**src/srvPkg.sv**
```systemverilog
package srvPkg;

  // serial bit timing, kept short for simulation
  localparam int CLKS_PER_BIT = 16;
  localparam int BIT_CNT_W    = $clog2(CLKS_PER_BIT);

  // register file geometry
  localparam int NUM_REGS = 8;
  localparam int REG_W    = 32;
  localparam int SEL_W    = 3;

  // command line limit
  localparam int MAX_LINE = 40;
  localparam int LINE_W   = $clog2(MAX_LINE + 1);

  typedef enum logic [2:0] {
    OP_WRITE,
    OP_READ,
    OP_ADD,
    OP_SUB,
    OP_XOR
  } opE;

  localparam logic [7:0] CHAR_CR    = 8'h0D;
  localparam logic [7:0] CHAR_SPACE = 8'h20;
  localparam logic [7:0] CHAR_OK    = 8'h4B;  // K
  localparam logic [7:0] CHAR_BAD   = 8'h3F;  // ?
  localparam logic [7:0] CHAR_W     = 8'h57;
  localparam logic [7:0] CHAR_R     = 8'h52;
  localparam logic [7:0] CHAR_A     = 8'h41;
  localparam logic [7:0] CHAR_S     = 8'h53;
  localparam logic [7:0] CHAR_X     = 8'h58;

endpackage

```
**src/cmdParser.sv**
```systemverilog
`timescale 1ns/1ps

module cmdParser (
  input  logic                    clk,
  input  logic                    arstN,
  input  logic                    rxValid,
  input  logic [7:0]              rxData,
  input  logic                    doneValid,
  input  logic [31:0]             rdData,
  input  logic                    replyBusy,
  output logic                    opValid,
  output srvPkg::opE              op,
  output logic [srvPkg::SEL_W-1:0] dst,
  output logic [srvPkg::SEL_W-1:0] srcA,
  output logic [srvPkg::SEL_W-1:0] srcB,
  output logic [31:0]             wrData,
  output logic                    replyStart,
  output logic                    replyIsValue,
  output logic [31:0]             replyValue,
  output logic [7:0]              replyCode
);

  typedef enum logic [2:0] {P_CMD, P_DST, P_SRCA, P_SRCB, P_HEX, P_END, P_BAD} pStateE;

  pStateE                    state;
  logic [srvPkg::LINE_W-1:0] lineCnt;
  logic [2:0]                hexCnt;
  logic                      byteIn;
  logic                      isCr;
  logic                      isSpace;
  logic                      fieldByte;
  logic                      regOk;
  logic [4:0]                hexV;

  // bit 4 set when the byte is a hex digit
  function automatic logic [4:0] hexNib(input logic [7:0] c);
    logic [7:0] d;
    d = 8'h00;
    if (c >= 8'h30 && c <= 8'h39) d = c - 8'h30;
    else if (c >= 8'h41 && c <= 8'h46) d = c - 8'h37;
    else if (c >= 8'h61 && c <= 8'h66) d = c - 8'h57;
    else return 5'd0;
    return {1'b1, d[3:0]};
  endfunction

  assign byteIn    = rxValid && !replyBusy;  // host waits for the reply
  assign isCr      = (rxData == srvPkg::CHAR_CR);
  assign isSpace   = (rxData == srvPkg::CHAR_SPACE);
  assign fieldByte = byteIn && !isCr && !isSpace;
  assign regOk     = (rxData >= 8'h30) && (rxData <= 8'h37);
  assign hexV      = hexNib(rxData);

  always_ff @(posedge clk or negedge arstN) begin
    if (!arstN) begin
      state        <= P_CMD;
      lineCnt      <= '0;
      hexCnt       <= '0;
      op           <= srvPkg::OP_WRITE;
      opValid      <= 1'b0;
      replyStart   <= 1'b0;
      replyIsValue <= 1'b0;
    end else begin
      opValid    <= 1'b0;
      replyStart <= 1'b0;
      if (doneValid) begin
        replyStart   <= 1'b1;
        replyIsValue <= (op == srvPkg::OP_READ);
      end
      if (byteIn) begin
        if (isCr) begin
          if (state == P_END) begin
            opValid <= 1'b1;
          end else begin
            replyStart   <= 1'b1;
            replyIsValue <= 1'b0;
          end
          state   <= P_CMD;
          lineCnt <= '0;
          hexCnt  <= '0;
        end else if (lineCnt == srvPkg::LINE_W'(srvPkg::MAX_LINE)) begin
          state <= P_BAD;  // too long, discard to CR
        end else begin
          lineCnt <= lineCnt + 1'b1;
          if (!isSpace) begin
            case (state)
              P_CMD: begin
                state <= P_DST;
                case (rxData)
                  srvPkg::CHAR_W: op <= srvPkg::OP_WRITE;
                  srvPkg::CHAR_R: op <= srvPkg::OP_READ;
                  srvPkg::CHAR_A: op <= srvPkg::OP_ADD;
                  srvPkg::CHAR_S: op <= srvPkg::OP_SUB;
                  srvPkg::CHAR_X: op <= srvPkg::OP_XOR;
                  default:        state <= P_BAD;
                endcase
              end
              P_DST: begin
                if (!regOk) state <= P_BAD;
                else if (op == srvPkg::OP_WRITE) state <= P_HEX;
                else if (op == srvPkg::OP_READ) state <= P_END;
                else state <= P_SRCA;
              end
              P_SRCA: state <= regOk ? P_SRCB : P_BAD;
              P_SRCB: state <= regOk ? P_END : P_BAD;
              P_HEX: begin
                if (hexV[4]) begin
                  hexCnt <= hexCnt + 1'b1;
                  if (hexCnt == 3'd7) state <= P_END;
                end else begin
                  state <= P_BAD;
                end
              end
              default: state <= P_BAD;  // trailing junk
            endcase
          end
        end
      end
    end
  end

  always_ff @(posedge clk) begin
    if (fieldByte && state == P_DST) dst <= rxData[srvPkg::SEL_W-1:0];
    if (fieldByte && state == P_SRCA) srcA <= rxData[srvPkg::SEL_W-1:0];
    if (fieldByte && state == P_SRCB) srcB <= rxData[srvPkg::SEL_W-1:0];
    if (fieldByte && state == P_HEX) wrData <= {wrData[27:0], hexV[3:0]};
    if (doneValid) begin
      replyValue <= rdData;
      replyCode  <= srvPkg::CHAR_OK;
    end else if (byteIn && isCr && state != P_END) begin
      replyCode <= srvPkg::CHAR_BAD;
    end
  end

endmodule

```
**src/hexReply.sv**
```systemverilog
`timescale 1ns/1ps

module hexReply (
  input  logic        clk,
  input  logic        arstN,
  input  logic        replyStart,
  input  logic        replyIsValue,
  input  logic [31:0] replyValue,
  input  logic [7:0]  replyCode,
  input  logic        txBusy,
  output logic        txStart,
  output logic [7:0]  txData,
  output logic        replyBusy
);

  logic [3:0]  idx;
  logic [3:0]  lastIdx;
  logic        isValueR;
  logic [31:0] valueR;
  logic [7:0]  codeR;
  logic [3:0]  nib;
  logic [7:0]  nextChar;
  logic        handOver;

  assign lastIdx  = isValueR ? 4'd8 : 4'd1;  // CR position
  assign nib      = valueR[31:28];
  assign handOver = replyBusy && !txBusy && !txStart;

  always_comb begin
    if (idx == lastIdx) nextChar = srvPkg::CHAR_CR;
    else if (!isValueR) nextChar = codeR;
    else if (nib < 4'd10) nextChar = 8'h30 + {4'h0, nib};
    else nextChar = 8'h37 + {4'h0, nib};  // upper case A-F
  end

  always_ff @(posedge clk or negedge arstN) begin
    if (!arstN) begin
      replyBusy <= 1'b0;
      txStart   <= 1'b0;
      idx       <= '0;
      isValueR  <= 1'b0;
    end else begin
      txStart <= 1'b0;
      if (replyStart) begin
        replyBusy <= 1'b1;
        idx       <= '0;
        isValueR  <= replyIsValue;
      end else if (handOver) begin
        txStart <= 1'b1;
        idx     <= idx + 1'b1;
        if (idx == lastIdx) replyBusy <= 1'b0;
      end
    end
  end

  always_ff @(posedge clk) begin
    if (replyStart) begin
      valueR <= replyValue;
      codeR  <= replyCode;
    end else if (handOver) begin
      valueR <= {valueR[27:0], 4'h0};  // next nibble to the top
      txData <= nextChar;
    end
  end

endmodule

```
**src/regAlu.sv**
```systemverilog
`timescale 1ns/1ps

module regAlu (
  input  logic                     clk,
  input  logic                     arstN,
  input  logic                     opValid,
  input  srvPkg::opE               op,
  input  logic [srvPkg::SEL_W-1:0] dst,
  input  logic [srvPkg::SEL_W-1:0] srcA,
  input  logic [srvPkg::SEL_W-1:0] srcB,
  input  logic [31:0]              wrData,
  output logic                     doneValid,
  output logic [31:0]              rdData
);

  logic [srvPkg::REG_W-1:0] regs [srvPkg::NUM_REGS];
  logic [srvPkg::REG_W-1:0] aluOut;

  always_comb begin
    case (op)
      srvPkg::OP_ADD:   aluOut = regs[srcA] + regs[srcB];  // wraps at 32 bits
      srvPkg::OP_SUB:   aluOut = regs[srcA] - regs[srcB];
      srvPkg::OP_XOR:   aluOut = regs[srcA] ^ regs[srcB];
      srvPkg::OP_WRITE: aluOut = wrData;
      default:          aluOut = regs[dst];
    endcase
  end

  always_ff @(posedge clk or negedge arstN) begin
    if (!arstN) begin
      doneValid <= 1'b0;
      for (int i = 0; i < srvPkg::NUM_REGS; i++) begin
        regs[i] <= '0;
      end
    end else begin
      doneValid <= opValid;
      if (opValid && op != srvPkg::OP_READ) regs[dst] <= aluOut;
    end
  end

  always_ff @(posedge clk) begin
    if (opValid) rdData <= aluOut;  // read value or new dst value
  end

  opLegal: assert property (@(posedge clk) disable iff (!arstN)
    opValid |-> op inside {srvPkg::OP_WRITE, srvPkg::OP_READ, srvPkg::OP_ADD,
                           srvPkg::OP_SUB, srvPkg::OP_XOR})
    else $error("Error op code not defined: %h", op);

endmodule

```
**src/regServer.sv**
```systemverilog
`timescale 1ns/1ps

module regServer (
  input  logic clk,
  input  logic arstN,
  input  logic rxd,
  output logic txd
);

  logic                     rxValid;
  logic [7:0]               rxData;
  logic                     opValid;
  srvPkg::opE               op;
  logic [srvPkg::SEL_W-1:0] dst;
  logic [srvPkg::SEL_W-1:0] srcA;
  logic [srvPkg::SEL_W-1:0] srcB;
  logic [31:0]              wrData;
  logic                     doneValid;
  logic [31:0]              rdData;
  logic                     replyStart;
  logic                     replyIsValue;
  logic [31:0]              replyValue;
  logic [7:0]               replyCode;
  logic                     replyBusy;
  logic                     txStart;
  logic [7:0]               txData;
  logic                     txBusy;

  uartRx u_rx (
    .clk(clk), .arstN(arstN), .rxd(rxd), .rxValid(rxValid), .rxData(rxData)
  );

  cmdParser u_parser (
    .clk(clk), .arstN(arstN), .rxValid(rxValid), .rxData(rxData),
    .doneValid(doneValid), .rdData(rdData), .replyBusy(replyBusy),
    .opValid(opValid), .op(op), .dst(dst), .srcA(srcA), .srcB(srcB),
    .wrData(wrData), .replyStart(replyStart), .replyIsValue(replyIsValue),
    .replyValue(replyValue), .replyCode(replyCode)
  );

  regAlu u_alu (
    .clk(clk), .arstN(arstN), .opValid(opValid), .op(op), .dst(dst),
    .srcA(srcA), .srcB(srcB), .wrData(wrData), .doneValid(doneValid),
    .rdData(rdData)
  );

  hexReply u_reply (
    .clk(clk), .arstN(arstN), .replyStart(replyStart),
    .replyIsValue(replyIsValue), .replyValue(replyValue),
    .replyCode(replyCode), .txBusy(txBusy), .txStart(txStart),
    .txData(txData), .replyBusy(replyBusy)
  );

  uartTx u_tx (
    .clk(clk), .arstN(arstN), .txStart(txStart), .txData(txData),
    .txd(txd), .txBusy(txBusy)
  );

endmodule

```
**src/uartRx.sv**
```systemverilog
`timescale 1ns/1ps

module uartRx (
  input  logic       clk,
  input  logic       arstN,
  input  logic       rxd,
  output logic       rxValid,
  output logic [7:0] rxData
);

  typedef enum logic [1:0] {RX_IDLE, RX_START, RX_DATA, RX_STOP} rxStateE;

  rxStateE                        state;
  logic [1:0]                     sync;
  logic [srvPkg::BIT_CNT_W-1:0]   cnt;
  logic [2:0]                     bitIdx;
  logic [7:0]                     shiftReg;
  logic                           rxS;
  logic                           sampleNow;

  assign rxS       = sync[1];
  assign sampleNow = (state == RX_DATA) &&
                     (cnt == srvPkg::BIT_CNT_W'(srvPkg::CLKS_PER_BIT - 1));
  assign rxData    = shiftReg;

  always_ff @(posedge clk or negedge arstN) begin
    if (!arstN) begin
      sync    <= 2'b11;
      state   <= RX_IDLE;
      cnt     <= '0;
      bitIdx  <= '0;
      rxValid <= 1'b0;
    end else begin
      sync    <= {sync[0], rxd};
      rxValid <= 1'b0;
      case (state)
        RX_IDLE: begin
          cnt <= '0;
          if (!rxS) state <= RX_START;
        end
        RX_START: begin
          if (cnt == srvPkg::BIT_CNT_W'(srvPkg::CLKS_PER_BIT / 2 - 1)) begin
            cnt    <= '0;
            bitIdx <= '0;
            state  <= rxS ? RX_IDLE : RX_DATA;  // glitch, not a start bit
          end else begin
            cnt <= cnt + 1'b1;
          end
        end
        RX_DATA: begin
          if (sampleNow) begin
            cnt    <= '0;
            bitIdx <= bitIdx + 1'b1;
            if (bitIdx == 3'd7) state <= RX_STOP;
          end else begin
            cnt <= cnt + 1'b1;
          end
        end
        default: begin
          if (cnt == srvPkg::BIT_CNT_W'(srvPkg::CLKS_PER_BIT - 1)) begin
            rxValid <= rxS;  // framing error drops the byte
            state   <= RX_IDLE;
          end else begin
            cnt <= cnt + 1'b1;
          end
        end
      endcase
    end
  end

  always_ff @(posedge clk) begin
    if (sampleNow) shiftReg <= {rxS, shiftReg[7:1]};  // lsb first
  end

  rxSinglePulse: assert property (@(posedge clk) disable iff (!arstN)
    rxValid |=> !rxValid)
    else $error("Error rxValid high on two consecutive cycles");

endmodule

```
**src/uartTx.sv**
```systemverilog
`timescale 1ns/1ps

module uartTx (
  input  logic       clk,
  input  logic       arstN,
  input  logic       txStart,
  input  logic [7:0] txData,
  output logic       txd,
  output logic       txBusy
);

  logic [9:0]                   shiftReg;
  logic [srvPkg::BIT_CNT_W-1:0] cnt;
  logic [3:0]                   bitIdx;

  assign txd = shiftReg[0];

  always_ff @(posedge clk or negedge arstN) begin
    if (!arstN) begin
      shiftReg <= '1;  // line idles high
      cnt      <= '0;
      bitIdx   <= '0;
      txBusy   <= 1'b0;
    end else if (txStart && !txBusy) begin
      shiftReg <= {1'b1, txData, 1'b0};  // stop, data, start
      cnt      <= '0;
      bitIdx   <= '0;
      txBusy   <= 1'b1;
    end else if (txBusy) begin
      if (cnt == srvPkg::BIT_CNT_W'(srvPkg::CLKS_PER_BIT - 1)) begin
        cnt      <= '0;
        shiftReg <= {1'b1, shiftReg[9:1]};
        if (bitIdx == 4'd9) begin
          txBusy <= 1'b0;  // stop bit done
        end else begin
          bitIdx <= bitIdx + 1'b1;
        end
      end else begin
        cnt <= cnt + 1'b1;
      end
    end
  end

  txNoOverrun: assert property (@(posedge clk) disable iff (!arstN)
    txStart |-> !txBusy)
    else $error("Error txStart while txBusy");

endmodule

```
**config.mk**
```make
export PLATFORM = sky130hd
export DESIGN_NAME = regServer
export DESIGN_NICKNAME = d
export VERILOG_FILES = /design/src/srvPkg.sv /design/src/cmdParser.sv /design/src/hexReply.sv /design/src/regAlu.sv /design/src/regServer.sv /design/src/uartRx.sv /design/src/uartTx.sv
export SDC_FILE = /design/constraint.sdc
export NUM_CORES = 1
export LEC_CHECK = 0
export ABC_AREA = 1
export BUFFER_PORTS_ARGS = -buffer_cell sky130_fd_sc_hd__buf_2
export CORE_MARGIN = 8
export CORE_UTILIZATION = 40
export DETAILED_ROUTE_END_ITERATION = 6
export HOLD_SLACK_MARGIN = 0.12
export SKIP_CTS_REPAIR_TIMING = 1
export SYNTH_ARGS = -nofsm -noshare
export SYNTH_HDL_FRONTEND = slang
export SYNTH_SLANG_ARGS = --single-unit
export TNS_END_PERCENT = 1
```
**constraint.sdc**
```tcl
create_clock -name clk -period 5.35 [get_ports clk]
set_input_delay 0.2675 -clock clk [delete_from_list [all_inputs] [get_ports clk]]
set_output_delay 0.2675 -clock clk [all_outputs]
set_load 0.01 [all_outputs]
```
==> reports/results.ini, run 1 <==
[final_layout]
seqCellArea_sq_um=12500
diodes=0
finalNetCount=3715
drive_above_1_share_pct=7.10
syn2layout_area_growth_pct=10.9
fillCellCount=6837
final_common_cell=nand2_1
layout_common_cells=nand2_1 (1,175), o21ai_0 (440), inv_1 (384)
fin_util_pct=44.7
multi_input_area_sq_um=12800
final_cells=4584
final_area_sq_um=30500

[global_route]
gr-usage-met1_pct=33.1
grt_overflow_total=0
busiest_layer=met2
grt_start_max_net_pins=118
gr-usage-met2_pct=38.3
grt_usage_pct=24.7
use_met3_pct=5.30
grt_pass1_wl_um=149000
antenna_found_initial=0
grt_pass1_vias=24201

[setup_path]
slowest_delay_ns=0.47
path_common_cell=nand2_1
critPathKind=reg2reg
crit_end=u_alu.rdData[23]
required_ns=5.70
critical_path.cell_chain=clkinv_2 -> buf_12 -> nand2_1 -> nand3_1 -> nand2_1 -> nand2_1 -> nand2_1 -> inv_2 -> nand2_1 -> nor3_2 -> nand3_2 -> nor2_4 -> nand2_1 -> o21ai_2 -> xor2_1 -> ha_1 -> a21oi_1 -> o21ai_0 -> o21bai_1 -> a21o_1 -> o21ai_0 -> nand3_1 -> buf_4
crit_start=u_parser.srcB[0]
path_max_fanout=24
crit_arrival_ns=5.37
reg2reg_from=u_parser.srcB[0]
endpoint_kind=flop
reg2reg_to=u_alu.rdData[23]
ff2ff_path_depth=23
r2r_setup_slack_ns=0.33
cpMaxStageDelayCell=edfxtp_1
critPathLaunchType=flop

[pwr]
peakVddDrop_uv=275
p_int_mw=5.98
pwr-share-clk_pct=49.1
power_frac_seq_pct=48.5
power_density_nw_per_um2=252
power.share.combinational_pct=2.4
finalPower_mw=7.69
switchingPower_mw=1.71
switching_share_pct=22.2
power.leakage_nw=13.8

[clock_tree]
clk_path_buf_depth=3
clock_latency_ns=0.63
clock_sinks=468
cts_tree=done
cts_inserted_buffers=53
htree_levels=2
clock-root-buffer=clkbuf_16
clk_pin_slew_ns=0.06

[floorplanning]
io_pins=4
die_area_sq_um=77500
initial_utilization_pct=40.3
die_w_um=278
dieHeight_um=278
core_area_sq_um=68300
core.rowCount=96

[timing]
period_share_pct=93.8
finalMaxSlewViolations=0
worstMarginPinSlew_ns=1.29
whs_ns=0.299
hold_viol=0
setup_viol_count_final=0
slew-limit-headroom_pct=13.6
setup_slack_ns=0.332
rsz0062_at_grt=false
fmax_mhz=199
tns_ns=0
clock_skew_ns=0.0373
fin_crit_ns=5.02

[placement]
place_ws_ns=0.444
dpl_cell_area_sq_um=28700
dp_hpwl_um=65900
port-buffer-count=3
dp_cells=4482
gpl.final_weighted_congestion=0.999

[drt]
drt_first_pass_iters=6
num_vias=25690
drc=0
wire_per_inst_um=21.5
drt_iter0_drc=2913
ant_nets=0
viasPerCell=5.60
routed_wl_um=98400

[synth]
post_synth.cell_area_avg_sq_um=7.45
async_flop_share_pct=66.7
synth_top_flop_cell=dfrtp_1
syn-num-nets=3754
yosysWarnings=0
netlist_area_sq_um=27600
synth_cells=3696
synth_cell_type_count=54
yosysSeqAreaShare_pct=45.3
synth-edff-count=154
ys_ff_latch=468

[min_path]
min_path_type=in2async

[flow_run]
drv_cap=0

[run_status]
status=complete, no violations

## worst min path at each step
stage	from	end	cells past startpoint
2_1_floorplan	arstN	u_alu.doneValid	0
3_3_place_gp	u_rx.sync[0]	u_rx.sync[1]	0
3_5_place_dp	u_rx.sync[0]	u_rx.sync[1]	0
4_1_cts	arstN	u_alu.regs[1]	1
5_1_grt	rxd	u_rx.sync[0]	2
6_report	arstN	u_alu.regs[1]	2
## state kept, by name, indices dropped and copies added, names as in the netlist, 6 cells and up
| signal | flops |
|---|---|
| u_rx.rxData | 8 |
| u_parser.wrData | 32 |
| u_tx.shiftReg | 9 |
| u_alu.regs | 256 |
| u_alu.rdData | 32 |
| u_reply.txData | 7 |
| u_reply.valueR | 32 |
| u_parser.replyValue | 32 |
| u_parser.lineCnt | 6 |
## Yosys cell counts, drive strengths merged, types with 5 or more instances
master   number  area [sq um]
buf          76           433
nand3       178           901
xnor2         8          70.1
o21a          5          37.5
o21ai       455          2280
xor2         26           228
nand2      1197          4550
a21oi       241          1210
dfrtp       301          7530
o211ai       10          75.1
nand4        31           194
o31ai         7          52.6
a22oi         7          52.6
inv         397          1490
o2111ai      19           166
dfstp        11           289
o22ai        58           363
clkbuf      112           420
a31oi        34           213
a221oi       16           140
ha           54           676
nor2        189           739
edfxtp      154          4620
o41ai        12           105
nor4          7          43.8
or2           9          56.3
clkinv       10          37.5
nor3         21           120
a21o          8          60.1
and3          5          31.3
o221ai       16           140
## routing by layer
metal / part of all wire (%) / routed length, um / vias to the layer above
li1: - / - / 12185
met1: 42 / 41300 / 11960
met2: 44 / 43000 / 1272
met3: 9.8 / 9630 / 273
met4: 4.6 / 4570 / 0
met5: 0 / 0 / -
## power groups by stage
stage          Sequential (mW)  Clock [mW]  Combinational [mW]
2_1_floorplan             3.79           0               0.108
3_3_place_gp              3.79           0               0.186
3_5_place_dp              3.79           0               0.189
4_1_cts                   3.72        3.85               0.191
5_1_grt                   3.73        3.96               0.220
6_report                  3.72        3.77               0.187
## cell families (layout without fill, tap and decap cells)
kind of cell               after synthesis  in the layout  share of synthesized area [%]
and+or+nand+nor                       1642           1642                           24.2
DFF                                    468            468                           45.3
AOI/OAI and AO/OA                      899            899                           18.1
muxes                                    3              3                          0.109
buffers and inverters                  595            601                           8.64
xor gates and xnor gates                34             34                           1.08
adders and majority gates               55             55                           2.53
## layout make-up
type                            instances  area share (%)
Clock inverter                         25           0.811
Timing Repair Buffer                   94            2.79
Multi-Input combinational cell       2633            41.8
Inverter                              407            5.01
Sequential cell                       468            40.9
Clock buffer                           75            5.08
Tap cell                              882            3.61
## worst max-delay path: cells and delay by family (launching register included)
family | cells | cell delay, ns
xor+xnor | 1 | 0.24
buf+inv | 4 | 0.80
compound gates | 6 | 1.37
flops | 1 | 0.47
fa+ha+maj | 1 | 0.32
simple gates | 11 | 1.54
No activity file was read; power rests on OpenSTA's default activity.
==> run 2: changes to the inputs <==
==> constraint.sdc (replaced) <==
create_clock -name clk -period 5.35 [get_ports clk]
set_input_delay 0.8025 -clock clk [delete_from_list [all_inputs] [get_ports clk]]
set_output_delay 0.8025 -clock clk [all_outputs]
set_load 0.01 [all_outputs]
==> reports/results.ini, run 2 (synthesized netlist as in run 1, its figures left out) <==
[clock_tree]
cts_tree=done
cts_inserted_buffers=53
clk_pin_slew_ns=0.07
clock-root-buffer=clkbuf_16
htree_levels=2
clock_sinks=468
clk_path_buf_depth=3
clock_latency_ns=0.63

[floorplanning]
core_area_sq_um=68300
initial_utilization_pct=40.3
core.rowCount=96
io_pins=4
die_w_um=278
die_area_sq_um=77500
dieHeight_um=278

[global_route]
grt_pass1_vias=23937
grt_overflow_total=0
grt_pass1_wl_um=148000
grt_usage_pct=24.6
grt_start_max_net_pins=141
antenna_found_initial=3

[final_layout]
fillCellCount=6775
largest-register=u_alu.regs
multi_input_area_sq_um=12800
finalNetCount=3706
final_common_cell=nand2_1
layout_common_cells=nand2_1 (1,175), o21ai_0 (440), inv_1 (384)
drive_above_1_share_pct=7.01
syn2layout_area_growth_pct=11.3
largest_reg_flops=256
seqCellArea_sq_um=12500

[timing]
slew-limit-headroom_pct=13.2
fin_crit_ns=4.83
worstMarginPinSlew_ns=1.30
period_share_pct=90.2
rsz0062_at_grt=false
finalMaxSlewViolations=0
setup_slack_ns=0.525
clock_skew_ns=0.0204
setup_viol_count_final=0
fmax_mhz=207
hold_viol=0
tns_ns=0

[min_path]
min_path_type=in2async

[setup_path]
crit_arrival_ns=5.16
reg2reg_to=u_alu.rdData[31]
critical_path.cell_chain=clkinv_2 -> buf_12 -> nand2_1 -> nand3_1 -> nand2_1 -> nand2_1 -> nand2_1 -> buf_4 -> nor4_1 -> nand2_1 -> o21ai_2 -> nand2_1 -> xnor2_1 -> ha_1 -> a21oi_1 -> o21ai_0 -> a21oi_1 -> o21ai_0 -> a21oi_1 -> a21boi_0 -> nand3_1 -> nand3_2 -> nand2_4
slowest_delay_ns=0.50
path_max_fanout=38
ff2ff_path_depth=23
path_common_cell=nand2_1
cpMaxStageDelayCell=edfxtp_1
cp_top_family=simple AND/OR/NAND/NOR gates
required_ns=5.69
critPathBufInv=3
reg2reg_from=u_parser.srcB[0]
critPathKind=reg2reg
r2r_setup_slack_ns=0.52
endpoint_kind=flop
critPathLaunchType=flop

[pwr]
peakVddDrop_uv=286
power_density_nw_per_um2=259
power.leakage_nw=13.8

[placement]
port-buffer-count=3
place_ws_ns=0.676
gpl.final_weighted_congestion=1.03
dp_hpwl_um=64400

[run_status]
status=complete, no violations

[flow_run]
drv_cap=0

[drt]
drc=0
wire_per_inst_um=21.4
drt_iter0_drc=3322
drt_first_pass_iters=6
routed_wl_um=97900
viasPerCell=5.65
ant_nets=0
num_vias=25869

run 2: how the worst max path moves through the flow:
| stage | from | to | slack, ns | cells after the start |
|---|---|---|---|---|
| 2_1_floorplan | u_parser.srcB[0] | u_alu.rdData[31] | 1.64 | 27 |
| 3_3_place_gp | u_parser.srcB[0] | u_alu.rdData[31] | 0.62 | 23 |
| 3_5_place_dp | u_parser.srcB[0] | u_alu.rdData[30] | 0.68 | 24 |
| 4_1_cts | u_parser.srcB[0] | u_alu.rdData[30] | 0.64 | 24 |
| 5_1_grt | u_parser.srcB[0] | u_alu.regs[60] | 0.21 | 25 |
| 6_report | u_parser.srcB[0] | u_alu.rdData[31] | 0.52 | 23 |
run 2: through the flow:
step,instance area (sq um),power (mW),instances,utilization [%],hold WS [ns]
detailed placement,28700,3.98,4474,42.0,0.349
floorplan,27600,3.90,3696,-,0.345
global route,30700,8.19,4575,44.8,0.266
finish,30700,7.94,4576,44.9,0.283
CTS,30600,8.02,4574,44.8,0.257
global placement,28700,3.98,4474,42.0,0.347
run 2: layer usage:
metal  track usage, %  vias to the layer above  wire length, um  part of all wire (%)
li1                 -                    12178                -                     -
met1             33.3                    12093            41100                    42
met2             38.0                     1317            42600                    43
met3             5.66                      277             9810                    10
met4             9.87                        4             4390                   4.5
met5                0                        -               25                 0.026
run 2: layout make-up:
| class | instances | share of cell area [%] |
|---|---|---|
| multi-input cells | 2633 | 41.7 |
| clock inverters | 28 | 1.28 |
| repair buffers | 85 | 2.70 |
| flip-flops and latches | 468 | 40.7 |
| inverters | 407 | 4.99 |
| clock buffers | 72 | 5.02 |
| diodes | 1 | 0.00816 |
| well taps | 882 | 3.60 |
run 2: report_power, final:
part | switching [mW] | internal, mW | leakage, nW
Sequential | 0.0208 | 3.70 | 5.63
Combinational | 0.128 | 0.0559 | 7.25
Clock | 1.61 | 2.42 | 0.950
Total | 1.76 | 6.18 | 13.8
